==> src/verilog/nora_bus_pkg.sv <==
/*
 * NORA bus controller shared definitions
 * widths that carry a meaning, CPU region decode,
 * debug-master FSM states and the structs passed between blocks
 */
package nora_bus_pkg;

    // plain widths
    typedef logic [7:0]  byte_t;
    typedef logic [15:0] cpu_addr_t;
    // low address lines shared by CPU and memory bus
    typedef logic [11:0] low_addr_t;
    // memory page, address bits 20:12
    typedef logic [8:0]  mem_page_t;
    typedef logic [7:0]  ram_bank_t;
    // bit 5 picks the boot ROM inside the FPGA
    typedef logic [5:0]  rom_bank_t;
    typedef logic [20:0] mst_addr_t;

    // target of a CPU bus cycle
    typedef enum logic [3:0] {
        REG_NONE,
        REG_SRAM,
        REG_BANKREG,
        REG_BOOTROM,
        REG_VIA1,
        REG_VERA,
        REG_AURA,
        REG_SCRB,
        REG_ENET
    } region_e;

    // debug-master access sequencer
    typedef enum logic [2:0] {
        MST_IDLE,
        MST_WAIT_CPU_STOP,
        MST_DISABLE_CPU_BUS,
        MST_SETUP_ACC,
        MST_EXT_ACC,
        MST_DATA_ACC,
        MST_FIN_ACC,
        MST_WAIT_REQ_LOW
    } mst_state_e;

    // one latched CPU cycle
    typedef struct packed {
        region_e   region;
        mem_page_t page;
        cpu_addr_t addr;
        logic      rwn;
    } cpu_cycle_t;

    // master ownership of the memory bus
    typedef struct packed {
        logic      active;
        logic      sram_sel;
        mem_page_t page;
        low_addr_t abl;
        logic      rwn;
    } mst_bus_t;

    // low CPU memory sits in SRAM pages 0x170..0x17F
    localparam logic [4:0] SRAM_LOW_BASE = 5'h17;
    // ROM banks live in the top quarter of SRAM
    localparam logic [1:0] ROM_BASE = 2'b11;
    localparam logic [7:0] IO_PAGE = 8'h9F;

endpackage

==> src/verilog/cpu_cycle_decode.sv <==
/*
 * CPU cycle decode
 * latches each CPU bus cycle on setup_cs and maps its address
 * to a target region and an SRAM page
 */
`timescale 1ns/1ps

module cpu_cycle_decode import nora_bus_pkg::*;
(
    input  logic         clk6x,
    input  logic         resetn,
    input  logic         setup_cs_i,
    input  logic         release_cs_i,
    input  logic [15:12] cpu_abh_i,
    input  low_addr_t    memcpu_abl_i,
    input  logic         cpu_rw_i,
    input  ram_bank_t    ram_bank_masked_i,
    input  rom_bank_t    rom_bank_i,
    output cpu_cycle_t   cycle_o
);

    cpu_addr_t cpu_ab;
    region_e   dec_region;
    mem_page_t dec_page;
    region_e   region_q;
    mem_page_t page_q;
    cpu_addr_t addr_q;
    logic      rwn_q;

    // full CPU address from the two halves
    assign cpu_ab = {cpu_abh_i, memcpu_abl_i};

    always_comb
    begin
        dec_region = REG_NONE;
        dec_page = '0;
        if (cpu_ab[15:1] == 15'h0000)
        begin
            // RAMBANK at 0x0000, ROMBANK at 0x0001
            dec_region = REG_BANKREG;
        end
        else if (cpu_abh_i[15:14] == 2'b11)
        begin
            // 16k ROM window at 0xC000
            if (rom_bank_i[5])
                dec_region = REG_BOOTROM;
            else
            begin
                dec_region = REG_SRAM;
                dec_page = {ROM_BASE, rom_bank_i[4:0], cpu_abh_i[13:12]};
            end
        end
        else if (cpu_abh_i[15:13] == 3'b101)
        begin
            // 8k RAM window at 0xA000, bank already masked
            dec_region = REG_SRAM;
            dec_page = {ram_bank_masked_i, cpu_abh_i[12]};
        end
        else if (cpu_ab[15:8] == IO_PAGE)
        begin
            // I/O area, one slot per 16 bytes
            case (cpu_ab[7:4])
                4'h0:       dec_region = REG_VIA1;
                4'h2, 4'h3: dec_region = REG_VERA;
                4'h4:       dec_region = REG_AURA;
                4'h5:       dec_region = REG_SCRB;
                4'h8:       dec_region = REG_ENET;
                default:    dec_region = REG_NONE;
            endcase
        end
        else
        begin
            // everything else is low memory
            dec_region = REG_SRAM;
            dec_page = {SRAM_LOW_BASE, cpu_abh_i};
        end
    end

    // region is the only control state, closed again by release_cs
    always_ff @(posedge clk6x)
    begin
        if (!resetn)
            region_q <= REG_NONE;
        else if (setup_cs_i)
            region_q <= dec_region;
        else if (release_cs_i)
            region_q <= REG_NONE;
    end

    always_ff @(posedge clk6x)
    begin
        if (setup_cs_i)
        begin
            page_q <= dec_page;
            addr_q <= cpu_ab;
            rwn_q <= cpu_rw_i;
        end
    end

    assign cycle_o = '{region: region_q, page: page_q, addr: addr_q, rwn: rwn_q};

    // phaser opens and closes a cycle on different edges
    assert property (@(posedge clk6x) disable iff (!resetn)
        !(setup_cs_i && release_cs_i));

endmodule

==> src/verilog/bank_regs.sv <==
/*
 * Bank registers
 * RAMBANK at 0x0000 and ROMBANK at 0x0001, written by the CPU,
 * plus the masked RAM bank used by the decoder
 */
`timescale 1ns/1ps

module bank_regs import nora_bus_pkg::*;
(
    input  logic       clk6x,
    input  logic       resetn,
    input  logic       release_wr_i,
    input  byte_t      db_wr_i,
    input  cpu_cycle_t cycle_i,
    input  ram_bank_t  rambank_mask_i,
    output ram_bank_t  ram_bank_masked_o,
    output rom_bank_t  rom_bank_o,
    output byte_t      bank_rd_o
);

    ram_bank_t ram_bank;
    logic      bank_wr;

    // CPU write data is only stable by release_wr
    assign bank_wr = release_wr_i && (cycle_i.region == REG_BANKREG) && !cycle_i.rwn;

    always_ff @(posedge clk6x)
    begin
        if (!resetn)
        begin
            ram_bank <= '0;
            rom_bank_o <= '0;
            ram_bank_masked_o <= '0;
        end
        else
        begin
            if (bank_wr)
            begin
                if (!cycle_i.addr[0])
                    ram_bank <= db_wr_i;
                else
                    rom_bank_o <= db_wr_i[5:0];
            end
            // masked copy ready before the next setup_cs
            ram_bank_masked_o <= ram_bank & rambank_mask_i;
        end
    end

    // unmasked value reads back, ROMBANK zero-extended
    assign bank_rd_o = cycle_i.addr[0] ? {2'b00, rom_bank_o} : ram_bank;

endmodule

==> src/verilog/master_access_fsm.sv <==
/*
 * Debug-master access sequencer
 * stops the CPU, takes over the memory bus for one SRAM access
 * and answers the master with a four-phase req/ack handshake
 */
`timescale 1ns/1ps

module master_access_fsm import nora_bus_pkg::*;
#(
    // memory access wait cycles, at least 1
    parameter int ACCESS_WAIT = 2
)
(
    input  logic      clk6x,
    input  logic      resetn,
    input  logic      req_i,
    input  mst_addr_t addr_i,
    input  logic      rwn_i,
    input  logic      stopped_cpu_i,
    input  byte_t     rd_data_i,
    output logic      run_cpu_o,
    output logic      cpu_be_o,
    output mst_bus_t  mst_o,
    output logic      ack_o,
    output byte_t     datard_o
);

    localparam int CNT_W = $clog2(ACCESS_WAIT + 1);

    mst_state_e       state;
    logic [CNT_W-1:0] wait_cnt;
    logic             mst_active;
    logic             mst_sram_sel;
    mem_page_t        mst_page;
    low_addr_t        mst_abl;
    logic             mst_rwn;
    logic             cpu_stop_seen;

    assign cpu_stop_seen = (state == MST_WAIT_CPU_STOP) && stopped_cpu_i;

    always_ff @(posedge clk6x)
    begin
        if (!resetn)
        begin
            state <= MST_IDLE;
            run_cpu_o <= 1'b0;
            cpu_be_o <= 1'b1;
            ack_o <= 1'b0;
            mst_active <= 1'b0;
            mst_sram_sel <= 1'b0;
            wait_cnt <= '0;
        end
        else
        begin
            case (state)
                MST_IDLE:
                begin
                    run_cpu_o <= 1'b1;
                    // new request only while ack is low
                    if (req_i && !ack_o)
                    begin
                        run_cpu_o <= 1'b0;
                        state <= MST_WAIT_CPU_STOP;
                    end
                end
                MST_WAIT_CPU_STOP:
                begin
                    // phaser may take a while to finish the CPU cycle
                    if (cpu_stop_seen)
                    begin
                        mst_active <= 1'b1;
                        cpu_be_o <= 1'b0;
                        state <= MST_DISABLE_CPU_BUS;
                    end
                end
                MST_DISABLE_CPU_BUS:
                begin
                    // bus turnaround
                    state <= MST_SETUP_ACC;
                end
                MST_SETUP_ACC:
                begin
                    mst_sram_sel <= 1'b1;
                    wait_cnt <= CNT_W'(ACCESS_WAIT - 1);
                    state <= MST_EXT_ACC;
                end
                MST_EXT_ACC:
                begin
                    // SRAM access time
                    if (wait_cnt == '0)
                        state <= MST_DATA_ACC;
                    else
                        wait_cnt <= wait_cnt - 1'b1;
                end
                MST_DATA_ACC:
                begin
                    // strobes off, address and data still held
                    mst_sram_sel <= 1'b0;
                    state <= MST_FIN_ACC;
                end
                MST_FIN_ACC:
                begin
                    mst_active <= 1'b0;
                    cpu_be_o <= 1'b1;
                    ack_o <= 1'b1;
                    state <= MST_WAIT_REQ_LOW;
                end
                MST_WAIT_REQ_LOW:
                begin
                    if (!req_i)
                    begin
                        ack_o <= 1'b0;
                        run_cpu_o <= 1'b1;
                        state <= MST_IDLE;
                    end
                end
                default: state <= MST_IDLE;
            endcase
        end
    end

    // master address is held stable until ack, so latch it once
    always_ff @(posedge clk6x)
    begin
        if (cpu_stop_seen)
        begin
            mst_page <= addr_i[20:12];
            mst_abl <= addr_i[11:0];
            mst_rwn <= rwn_i;
        end
        if (state == MST_DATA_ACC)
            datard_o <= rd_data_i;
    end

    assign mst_o = '{active: mst_active, sram_sel: mst_sram_sel, page: mst_page,
                     abl: mst_abl, rwn: mst_rwn};

    // master keeps req up until it has seen ack
    assert property (@(posedge clk6x) disable iff (!resetn)
        $fell(req_i) |-> ack_o);

endmodule

==> src/verilog/membus_driver.sv <==
/*
 * Memory bus driver
 * chip selects, strobes, address and write data for the external bus,
 * and the registered read data back to the CPU
 */
`timescale 1ns/1ps

module membus_driver import nora_bus_pkg::*;
(
    input  logic       clk6x,
    input  logic       resetn,
    input  cpu_cycle_t cycle_i,
    input  mst_bus_t   mst_i,
    input  logic       release_wr_i,
    input  byte_t      cpu_db_i,
    input  byte_t      mst_data_i,
    input  byte_t      mem_db_i,
    input  byte_t      nora_slv_data_i,
    input  byte_t      bank_rd_i,
    input  logic       release_cs_i,
    input  low_addr_t  memcpu_abl_i,
    output mem_page_t  mem_abh_o,
    output low_addr_t  memcpu_abl_o,
    output logic       mem_rdn_o,
    output logic       mem_wrn_o,
    output logic       sram_csn_o,
    output logic       vera_csn_o,
    output logic       aura_csn_o,
    output logic       enet_csn_o,
    output logic       nora_slv_req_bootrom_o,
    output logic       nora_slv_req_scrb_o,
    output logic       nora_slv_req_via1_o,
    output cpu_addr_t  nora_slv_addr_o,
    output logic       nora_slv_rwn_o,
    output byte_t      mem_db_o,
    output byte_t      nora_slv_datawr_o,
    output logic       nora_slv_datawr_valid_o,
    output byte_t      cpu_db_o,
    output byte_t      rd_data_o
);

    logic  wr_released;
    logic  rom_cyc;
    logic  ext_sel;
    logic  rd_cyc;
    logic  wr_ok;
    byte_t wr_data;

    // wrn goes up on release_wr for hold time before the CS drops
    always_ff @(posedge clk6x)
    begin
        if (!resetn)
            wr_released <= 1'b0;
        else if (release_cs_i)
            wr_released <= 1'b0;
        else if (release_wr_i)
            wr_released <= 1'b1;
    end

    // ROM banks are SRAM, but read-only for the CPU
    assign rom_cyc = (cycle_i.region == REG_SRAM) && (cycle_i.addr[15:14] == ROM_BASE);

    always_comb
    begin
        if (mst_i.active)
        begin
            ext_sel = mst_i.sram_sel;
            rd_cyc = mst_i.rwn;
            wr_ok = 1'b1;
        end
        else
        begin
            ext_sel = cycle_i.region inside {REG_SRAM, REG_VERA, REG_AURA, REG_ENET};
            rd_cyc = cycle_i.rwn;
            wr_ok = !rom_cyc && !wr_released;
        end
    end

    assign mem_rdn_o = !(ext_sel && rd_cyc);
    assign mem_wrn_o = !(ext_sel && !rd_cyc && wr_ok);

    // active-low selects, master owns only SRAM
    assign sram_csn_o = mst_i.active ? !mst_i.sram_sel : (cycle_i.region != REG_SRAM);
    assign vera_csn_o = mst_i.active || (cycle_i.region != REG_VERA);
    assign aura_csn_o = mst_i.active || (cycle_i.region != REG_AURA);
    assign enet_csn_o = mst_i.active || (cycle_i.region != REG_ENET);

    // internal slaves
    assign nora_slv_req_bootrom_o = (cycle_i.region == REG_BOOTROM);
    assign nora_slv_req_scrb_o = (cycle_i.region == REG_SCRB);
    assign nora_slv_req_via1_o = (cycle_i.region == REG_VIA1);
    assign nora_slv_addr_o = cycle_i.addr;
    assign nora_slv_rwn_o = cycle_i.rwn;

    assign mem_abh_o = mst_i.active ? mst_i.page : cycle_i.page;
    // outside any cycle the shared low lines mirror what the CPU drives
    assign memcpu_abl_o = mst_i.active ? mst_i.abl :
                          (cycle_i.region != REG_NONE) ? cycle_i.addr[11:0] : memcpu_abl_i;

    // write data, master first
    assign wr_data = mst_i.active ? mst_data_i : cpu_db_i;
    assign mem_db_o = wr_data;
    assign nora_slv_datawr_o = wr_data;
    // CPU write data only settles at the end of the cycle
    assign nora_slv_datawr_valid_o = release_cs_i;
    assign rd_data_o = mem_db_i;

    // read data to CPU, one cycle behind its source
    always_ff @(posedge clk6x)
    begin
        if (!mem_rdn_o)
            cpu_db_o <= mem_db_i;
        else if (cycle_i.region == REG_BANKREG)
            cpu_db_o <= bank_rd_i;
        else if (cycle_i.region inside {REG_BOOTROM, REG_SCRB, REG_VIA1})
            cpu_db_o <= nora_slv_data_i;
    end

    // master takes the bus only between CPU cycles
    assert property (@(posedge clk6x) disable iff (!resetn)
        mst_i.active |-> (cycle_i.region == REG_NONE));

endmodule

==> src/verilog/bus_controller.sv <==
/*
 * External CPU and memory bus controller
 * decodes CPU cycles, holds the bank registers, drives the memory bus
 * and serves debug-master SRAM accesses
 */
`timescale 1ns/1ps

module bus_controller import nora_bus_pkg::*;
#(
    parameter int ACCESS_WAIT = 2
)
(
    input  logic         clk6x,
    input  logic         resetn,
    // CPU bus
    output byte_t        cpu_db_o,
    input  byte_t        cpu_db_i,
    input  logic [15:12] cpu_abh_i,
    output logic         cpu_be_o,
    input  logic         cpu_rw_i,
    // memory bus
    output mem_page_t    mem_abh_o,
    output low_addr_t    memcpu_abl_o,
    input  low_addr_t    memcpu_abl_i,
    input  byte_t        mem_db_i,
    output byte_t        mem_db_o,
    output logic         mem_rdn_o,
    output logic         mem_wrn_o,
    output logic         sram_csn_o,
    output logic         vera_csn_o,
    output logic         aura_csn_o,
    output logic         enet_csn_o,
    // CPU clock phaser
    input  logic         setup_cs_i,
    input  logic         release_wr_i,
    input  logic         release_cs_i,
    output logic         run_cpu_o,
    input  logic         stopped_cpu_i,
    // debug master
    input  logic         nora_mst_req_i,
    input  mst_addr_t    nora_mst_addr_i,
    input  byte_t        nora_mst_data_i,
    input  logic         nora_mst_rwn_i,
    output byte_t        nora_mst_datard_o,
    output logic         nora_mst_ack_o,
    // internal slaves
    output cpu_addr_t    nora_slv_addr_o,
    output byte_t        nora_slv_datawr_o,
    output logic         nora_slv_datawr_valid_o,
    input  byte_t        nora_slv_data_i,
    output logic         nora_slv_req_bootrom_o,
    output logic         nora_slv_req_scrb_o,
    output logic         nora_slv_req_via1_o,
    output logic         nora_slv_rwn_o,
    // RAMBANK limit from SCRB
    input  ram_bank_t    rambank_mask_i
);

    cpu_cycle_t cycle;
    ram_bank_t  ram_bank_masked;
    rom_bank_t  rom_bank;
    byte_t      bank_rd;
    mst_bus_t   mst_bus;
    byte_t      mst_rd_data;

    cpu_cycle_decode u_decode (
        .clk6x             (clk6x),
        .resetn            (resetn),
        .setup_cs_i        (setup_cs_i),
        .release_cs_i      (release_cs_i),
        .cpu_abh_i         (cpu_abh_i),
        .memcpu_abl_i      (memcpu_abl_i),
        .cpu_rw_i          (cpu_rw_i),
        .ram_bank_masked_i (ram_bank_masked),
        .rom_bank_i        (rom_bank),
        .cycle_o           (cycle)
    );

    bank_regs u_banks (
        .clk6x             (clk6x),
        .resetn            (resetn),
        .release_wr_i      (release_wr_i),
        .db_wr_i           (cpu_db_i),
        .cycle_i           (cycle),
        .rambank_mask_i    (rambank_mask_i),
        .ram_bank_masked_o (ram_bank_masked),
        .rom_bank_o        (rom_bank),
        .bank_rd_o         (bank_rd)
    );

    master_access_fsm #(
        .ACCESS_WAIT (ACCESS_WAIT)
    ) u_master (
        .clk6x         (clk6x),
        .resetn        (resetn),
        .req_i         (nora_mst_req_i),
        .addr_i        (nora_mst_addr_i),
        .rwn_i         (nora_mst_rwn_i),
        .stopped_cpu_i (stopped_cpu_i),
        .rd_data_i     (mst_rd_data),
        .run_cpu_o     (run_cpu_o),
        .cpu_be_o      (cpu_be_o),
        .mst_o         (mst_bus),
        .ack_o         (nora_mst_ack_o),
        .datard_o      (nora_mst_datard_o)
    );

    membus_driver u_driver (
        .clk6x                   (clk6x),
        .resetn                  (resetn),
        .cycle_i                 (cycle),
        .mst_i                   (mst_bus),
        .release_wr_i            (release_wr_i),
        .cpu_db_i                (cpu_db_i),
        .mst_data_i              (nora_mst_data_i),
        .mem_db_i                (mem_db_i),
        .nora_slv_data_i         (nora_slv_data_i),
        .bank_rd_i               (bank_rd),
        .release_cs_i            (release_cs_i),
        .memcpu_abl_i            (memcpu_abl_i),
        .mem_abh_o               (mem_abh_o),
        .memcpu_abl_o            (memcpu_abl_o),
        .mem_rdn_o               (mem_rdn_o),
        .mem_wrn_o               (mem_wrn_o),
        .sram_csn_o              (sram_csn_o),
        .vera_csn_o              (vera_csn_o),
        .aura_csn_o              (aura_csn_o),
        .enet_csn_o              (enet_csn_o),
        .nora_slv_req_bootrom_o  (nora_slv_req_bootrom_o),
        .nora_slv_req_scrb_o     (nora_slv_req_scrb_o),
        .nora_slv_req_via1_o     (nora_slv_req_via1_o),
        .nora_slv_addr_o         (nora_slv_addr_o),
        .nora_slv_rwn_o          (nora_slv_rwn_o),
        .mem_db_o                (mem_db_o),
        .nora_slv_datawr_o       (nora_slv_datawr_o),
        .nora_slv_datawr_valid_o (nora_slv_datawr_valid_o),
        .cpu_db_o                (cpu_db_o),
        .rd_data_o               (mst_rd_data)
    );

endmodule

==> config.mk <==
export PLATFORM = sky130hd
export DESIGN_NAME = bus_controller
export DESIGN_NICKNAME = d
export VERILOG_FILES = /design/src/verilog/nora_bus_pkg.sv /design/src/verilog/cpu_cycle_decode.sv /design/src/verilog/bank_regs.sv /design/src/verilog/master_access_fsm.sv /design/src/verilog/membus_driver.sv /design/src/verilog/bus_controller.sv
export SDC_FILE = /design/constraint.sdc
export NUM_CORES = 1
export LEC_CHECK = 0
export ABC_AREA = 1
export BUFFER_PORTS_ARGS = -buffer_cell sky130_fd_sc_hd__clkbuf_2
export CELL_PAD_IN_SITES_DETAIL_PLACEMENT = 1
export CELL_PAD_IN_SITES_GLOBAL_PLACEMENT = 2
export CORE_UTILIZATION = 26
export CTS_BUF_LIST = sky130_fd_sc_hd__clkbuf_4
export DETAILED_ROUTE_END_ITERATION = 10
export GPL_TIMING_DRIVEN = 0
export PLACE_DENSITY = 0.78
export SKIP_LAST_GASP = 1
export SLEW_MARGIN = 20
export SYNTH_ARGS = -nofsm -noshare
export SYNTH_HDL_FRONTEND = slang
export SYNTH_SLANG_ARGS = --single-unit
export TNS_END_PERCENT = 5
==> constraint.sdc <==
create_clock -name clk6x -period 1.75 [get_ports clk6x]
set_input_delay 0.175 -clock clk6x [delete_from_list [all_inputs] [get_ports clk6x]]
set_output_delay 0.175 -clock clk6x [all_outputs]
set_load 0.005 [all_outputs]
==> flow_summary.ini, run 1 <==
[power_and_ir_drop]
swShare = 0.337
p_leak_nw = 3.21
internal-power_mw = 4.23
p_per_area_nw_per_um2 = 901
power_frac_comb = 0.326
peakVddDrop_uv = 446
p_clk_frac = 0.215
power.switching_mw = 2.15
pwr-share-seq = 0.459

[run_status]
status = complete, but fails checks
violations = negative setup slack

[sta]
min_period_ps = 2000
hold_viol = 0
setup_viol = 83
slew_violations = 0
relSlewSlack = 0.481
rsz0062_at_grt = yes
worst_pin_slew_ps = 779
setup_tns_ps = -8230
fmax_mhz = 500
fin_ws_ps = -248
post-route-period-util = 1.14
fin_worst_skew_ps = 26.7

[critical_path]
slowest_stage = dfxtp_4
start_kind = register
endpoint_kind = output port
path_buf_inv = 3
critical_path_class = register to output port
crit_top_cell = nor2_4
worstPathRequired_ps = 1570
arrival_ps = 1820
critPathMaxStageDelay_ps = 410
crit_chain = nor2_4 -> inv_4 -> nor2_4 -> buf_6 -> nand2_2 -> a31oi_1 -> buf_2
path_max_fanout = 7
path_delay_family = flip-flops

[floorplanning]
num_rows = 49
start_util = 0.265
die_y_um = 137
core_region_area_um2 = 18000
die_w_um = 137
io_pins = 169
dieArea_um2 = 18800

[finish]
instances_no_fill = 1043
area_growth_pct = 48.9
fin_nets = 900
n_antenna_cell = 0
layout-drive-gt1-share = 0.340

[synth]
syn_nets = 639
yosys.area.top_type = edfxtp_1
yosys.cell_types.count = 32
synthFlopType = edfxtp_1
synthArstFlopShare = 0
synth_top_area_share = 0.404
synth.avg_cell_area_um2 = 8.68
synth_edf_count = 64
ys_seq_elements = 101
yosysWarnings = 0
post-synth-top-count-cell = nand2_1
synth_common_cells = nand2_1 (168), nor2_1 (89), edfxtp_1 (64)
yosysSeqAreaShare = 0.560
synthCells = 548
syn_area_um2 = 4760
synth_area_leaders = edfxtp_1 (40%), dfxtp_1 (16%), nand2_1 (13%), nor2_1 (7.0%), buf_4 (3.9%)

[clock_network]
htree_levels = 3
cts_inserted_buffers = 9
clk_pin_slew_worst_paths_ps = 190
cts.sinks = 101
clock-root-buffer = clkbuf_4
cts_tree = built
cts_buffer_depth = 2
clk-insertion-delay-late_ps = 500

[global_routing]
grt_max_degree = 32
grt_pass1_vias = 4983
use_met2 = 0.328
grtUsageMet3 = 0.0335
grt_busiest_layer = met2
grt_usage = 0.177
grt.overflow.total = 0
grt_first_pass_wirelength_um = 25000
grtUsageMet1 = 0.198
antenna_found_initial = 0

[detailed_routing]
wl_per_cell_um = 15.9
dr.pass1.iters = 4
antenna_left = 0
wirelength_um = 16500
via_count = 4671
vias_per_cell = 4.48
drtIter0Drc = 161
drc = 0

[place]
place_inst = 944
port-buffer-count = 167
place_ws_ps = -405
place_hpwl_um = 11900
gp_congestion = 0.781

[flow_run]
drv_cap = 0

[worst_hold_path]
hp-class = input port to register
==> flip-flops by register name (all words and copies together), names as in the netlist <==
| register | count |
|---|---|
| u_decode.addr_q | 16 |
| u_driver.wr_released | 1 |
| u_master.mst_rwn | 1 |
| u_master.ack_o | 1 |
| u_master.mst_abl | 12 |
| u_driver.cpu_db_o | 8 |
| u_master.run_cpu_o | 1 |
| u_master.datard_o | 8 |
| u_master.cpu_be_o | 1 |
| u_decode.page_q | 9 |
| u_banks.ram_bank_masked_o | 8 |
| u_banks.rom_bank_o | 6 |
| u_master.mst_sram_sel | 1 |
| u_decode.rwn_q | 1 |
| u_master.wait_cnt | 2 |
| u_banks.ram_bank | 8 |
| u_master.mst_page | 9 |
| u_master.mst_active | 1 |
| u_decode.region_q | 4 |
| u_master.state | 3 |
==> per-stage QoR <==
stage	cell area (um2)	utilization	hold slack [ps]	total power, mW
2_1_floorplan	4760	-	254	3.86
3_3_place_gp	5880	0.327	354	4.58
3_5_place_dp	5880	0.327	354	4.66
4_1_cts	7030	0.392	5.82	6.41
5_1_grt	7080	0.394	73.9	6.74
6_report	7080	0.394	40.4	6.38
==> layout by cell type (no fill, tap or decap), drive strengths merged, types with 17 or more instances in the layout <==
master,count
a21oi,25
buf,52
dlygate4sd3,66
nand2,168
dfxtp,37
o21ai,24
edfxtp,64
nor2,90
nand3,17
inv,34
clkbuf,181
==> cells by family after synthesis <==
group | count (synthesis) | share of synthesized area
and+or+nand+nor | 297 | 0.261
DFF | 101 | 0.560
buffers and inverters | 76 | 0.0823
AOI/OAI and AO/OA | 63 | 0.0718
muxes | 6 | 0.0126
adders and majority gates | 5 | 0.0131
==> path summary, 6_finish.rpt <==
path	start	endpoint	slack, ps	depth (start not counted)
setup / recovery	u_decode.region_q[3]	memcpu_abl_o[9]	-250	7
setup reg to reg	u_master.state[1]	u_master.mst_page[4]	-140	4
hold / removal	resetn	u_master.cpu_be_o	40	2
hold reg to reg	u_master.mst_sram_sel	u_master.mst_sram_sel	470	2
==> area by class of cell <==
type,count,area (um2)
Fill cell,2146,10900
Inverter,35,146
Buffer,38,347
Multi-Input combinational cell,371,1800
Tap cell,229,287
Sequential cell,101,2680
Clock buffer,9,67.6
Timing Repair Buffer,252,1670
Timing Repair inverter,1,7.51
Clock inverter,7,83.8
==> power by group through the flow <==
stage | registers [mW] | logic, mW | clock network, mW
2_1_floorplan | 2.95 | 0.907 | 0
3_3_place_gp | 2.97 | 1.61 | 0
3_5_place_dp | 2.98 | 1.68 | 0
4_1_cts | 2.93 | 2.07 | 1.41
5_1_grt | 2.96 | 2.32 | 1.46
6_report | 2.93 | 2.08 | 1.37
==> repair_timing <==
action                                  CTS  global route
gates cloned                              2             1
endpoints found under the setup margin   83           101
hold buffers                             66             0
hold endpoints to repair                 78             0
buffers inserted                         14             3
pin swaps                                 9             9
resized for setup                        63            17
==> per-layer routing <==
metal / wire [um] / part of all wire
met3: 789 / 0.048
met1: 6930 / 0.42
met4: 394 / 0.024
met2: 8440 / 0.51
met5: 0 / 0
Power figures use the tool's default switching activity.
==> inputs of run 2 (changes only) <==
Settings changed: SKIP_CTS_REPAIR_TIMING set to 1.
Clock period 1.75 ns to 1.8 ns, I/O delays scaled along.
==> run 2 against run 1 <==
Effect of this change:
- critical path depth rose by 2
- cell area fell by 0.69%
- sequential cell count unchanged
- sequential power decreased by 3%
- the flow finishes with violations (negative hold slack, negative setup slack)
- setup slack got worse by 61 ps
- wire length fell by 2.3%
- cell count decreased by 0.67%
- clock power fell by 3%
- critical path type unchanged
- global-route usage fell by 1.4 points
- largest power group unchanged
==> flow_summary.ini, run 2 (synthesis gave the netlist of run 1 again) <==
[run_status]
status = complete, but fails checks
violations = negative hold slack, negative setup slack

[worst_hold_path]
hold_path_end = u_banks.ram_bank[7]
hold_start = cpu_db_i[7]
hp-class = input port to register
min_path_cells = 3

[global_routing]
grt_pass1_vias = 4536
grt_max_degree = 32
grt_usage = 0.163
grt_first_pass_wirelength_um = 22900
antenna_found_initial = 0
grt.overflow.total = 0

[critical_path]
critical_path_class = register to output port
slowest_stage = dfxtp_2
r2r_slack_ps = -180
start_kind = register
crit_chain = buf_8 -> nor2_4 -> inv_2 -> nor2_4 -> inv_2 -> buf_4 -> nand2_1 -> a31oi_1 -> buf_2
path_max_fanout = 7
r2r_end = u_master.mst_page[8]
r2r_cells = 4
critPathMaxStageDelay_ps = 360
endpoint_kind = output port
path_buf_inv = 5
worstPathRequired_ps = 1620
path_delay_family = buffers and inverters
arrival_ps = 1930
r2r-start = u_master.state[1]

[sta]
fin_ws_ps = -309
post-route-period-util = 1.17
hold_ws_ps = -55.2
worst_pin_slew_ps = 811
min_period_ps = 2110
rsz0062_at_grt = yes
setup_viol = 61
fmax_mhz = 474
setup_tns_ps = -8690
relSlewSlack = 0.459
hold_viol = 4
slew_violations = 0
fin_worst_skew_ps = 31.3

[finish]
area_growth_pct = 47.9
fin_util = 0.392
mostFrequentLayoutCells = clkbuf_2 (163), nand2_1 (160), nor2_1 (86), edfxtp_1 (64), dlygate4sd3_1 (60)
largest_reg_flops = 16
fin_nets = 893
stdcell_area_um2 = 7040
layout_commonest_cell = clkbuf_2
instances_no_fill = 1036
reg_top3 = u_decode.addr_q: 16 flops, u_master.mst_abl: 12 flops
layout-drive-gt1-share = 0.338
regMostFlops = u_decode.addr_q
n_antenna_cell = 0

[detailed_routing]
antenna_left = 0
wl_per_cell_um = 15.6
via_count = 4666
wl_met2_um = 8120
vias_per_cell = 4.50
dr.pass1.iters = 4
wirelength_um = 16200
top_layer = met4
drtIter0Drc = 158
drt-met1-wl_um = 6770
drc = 0
dr_wl_met3_um = 831

[place]
gp_congestion = 0.781
place_ws_ps = -355
place_hpwl_um = 11900
place_inst = 944
port-buffer-count = 167
placed_cell_area_um2 = 5880

[power_and_ir_drop]
p_leak_nw = 3.18
power.switching_mw = 2.08
power_mw = 6.21
swShare = 0.336
p_clk_frac = 0.214
power_frac_comb = 0.327
p_per_area_nw_per_um2 = 882
pwr-share-seq = 0.459
internal-power_mw = 4.12
peakVddDrop_uv = 425

[floorplanning]
die_w_um = 137
die_y_um = 137
core_region_area_um2 = 18000
dieArea_um2 = 18800
num_rows = 49
io_pins = 169
start_util = 0.265

[clock_network]
cts_tree = built
htree_levels = 3
cts_inserted_buffers = 9
cts_buffer_depth = 2
cts.sinks = 101
clock-root-buffer = clkbuf_4
clk-insertion-delay-late_ps = 510
clk_pin_slew_worst_paths_ps = 190

[flow_run]
drv_cap = 0
-- run 2: worst max-delay path by stage --
stage,startpoint,endpoint,slack [ps],depth (start not counted)
floorplan,u_decode.region_q[0],u_driver.cpu_db_o[0],130,6
global placement,u_master.mst_active,mem_wrn_o,-250,6
detailed placement,u_master.mst_active,u_driver.cpu_db_o[7],-350,4
CTS,u_master.mst_active,mem_wrn_o,-890,6
global route,u_decode.region_q[0],memcpu_abl_o[8],-440,8
finish,u_decode.region_q[0],memcpu_abl_o[8],-310,9
-- run 2: worst reg2reg max path: cells and delay by family, from the launching register on --
family	cells	cell delay [ps]
buf+inv	2	660
flops	1	420
fa+ha+maj	1	230
simple gates	1	210
-- run 2: cell type report --
cell class | instances | area, um2
flip-flops and latches | 101 | 2680
repair buffers | 244 | 1620
well taps | 229 | 287
plain buffers | 40 | 359
fillers | 2150 | 10900
inverters | 35 | 141
multi-input cells | 371 | 1800
clock inverters | 7 | 83.8
clock buffers | 9 | 67.6
-- run 2: layer usage --
layer / track usage / vias to the layer above
met3: 0.0353 / 28
li1: - / 2297
met4: 0.0690 / 0
met1: 0.190 / 2201
met5: 0 / -
met2: 0.287 / 140
-- run 2: power by group through the flow --
stage | Combinational (mW) | Clock (mW) | Sequential [mW]
2_1_floorplan | 0.882 | 0 | 2.87
3_3_place_gp | 1.57 | 0 | 2.88
3_5_place_dp | 1.63 | 0 | 2.90
4_1_cts | 1.64 | 1.37 | 2.84
5_1_grt | 2.26 | 1.42 | 2.88
6_report | 2.03 | 1.33 | 2.85
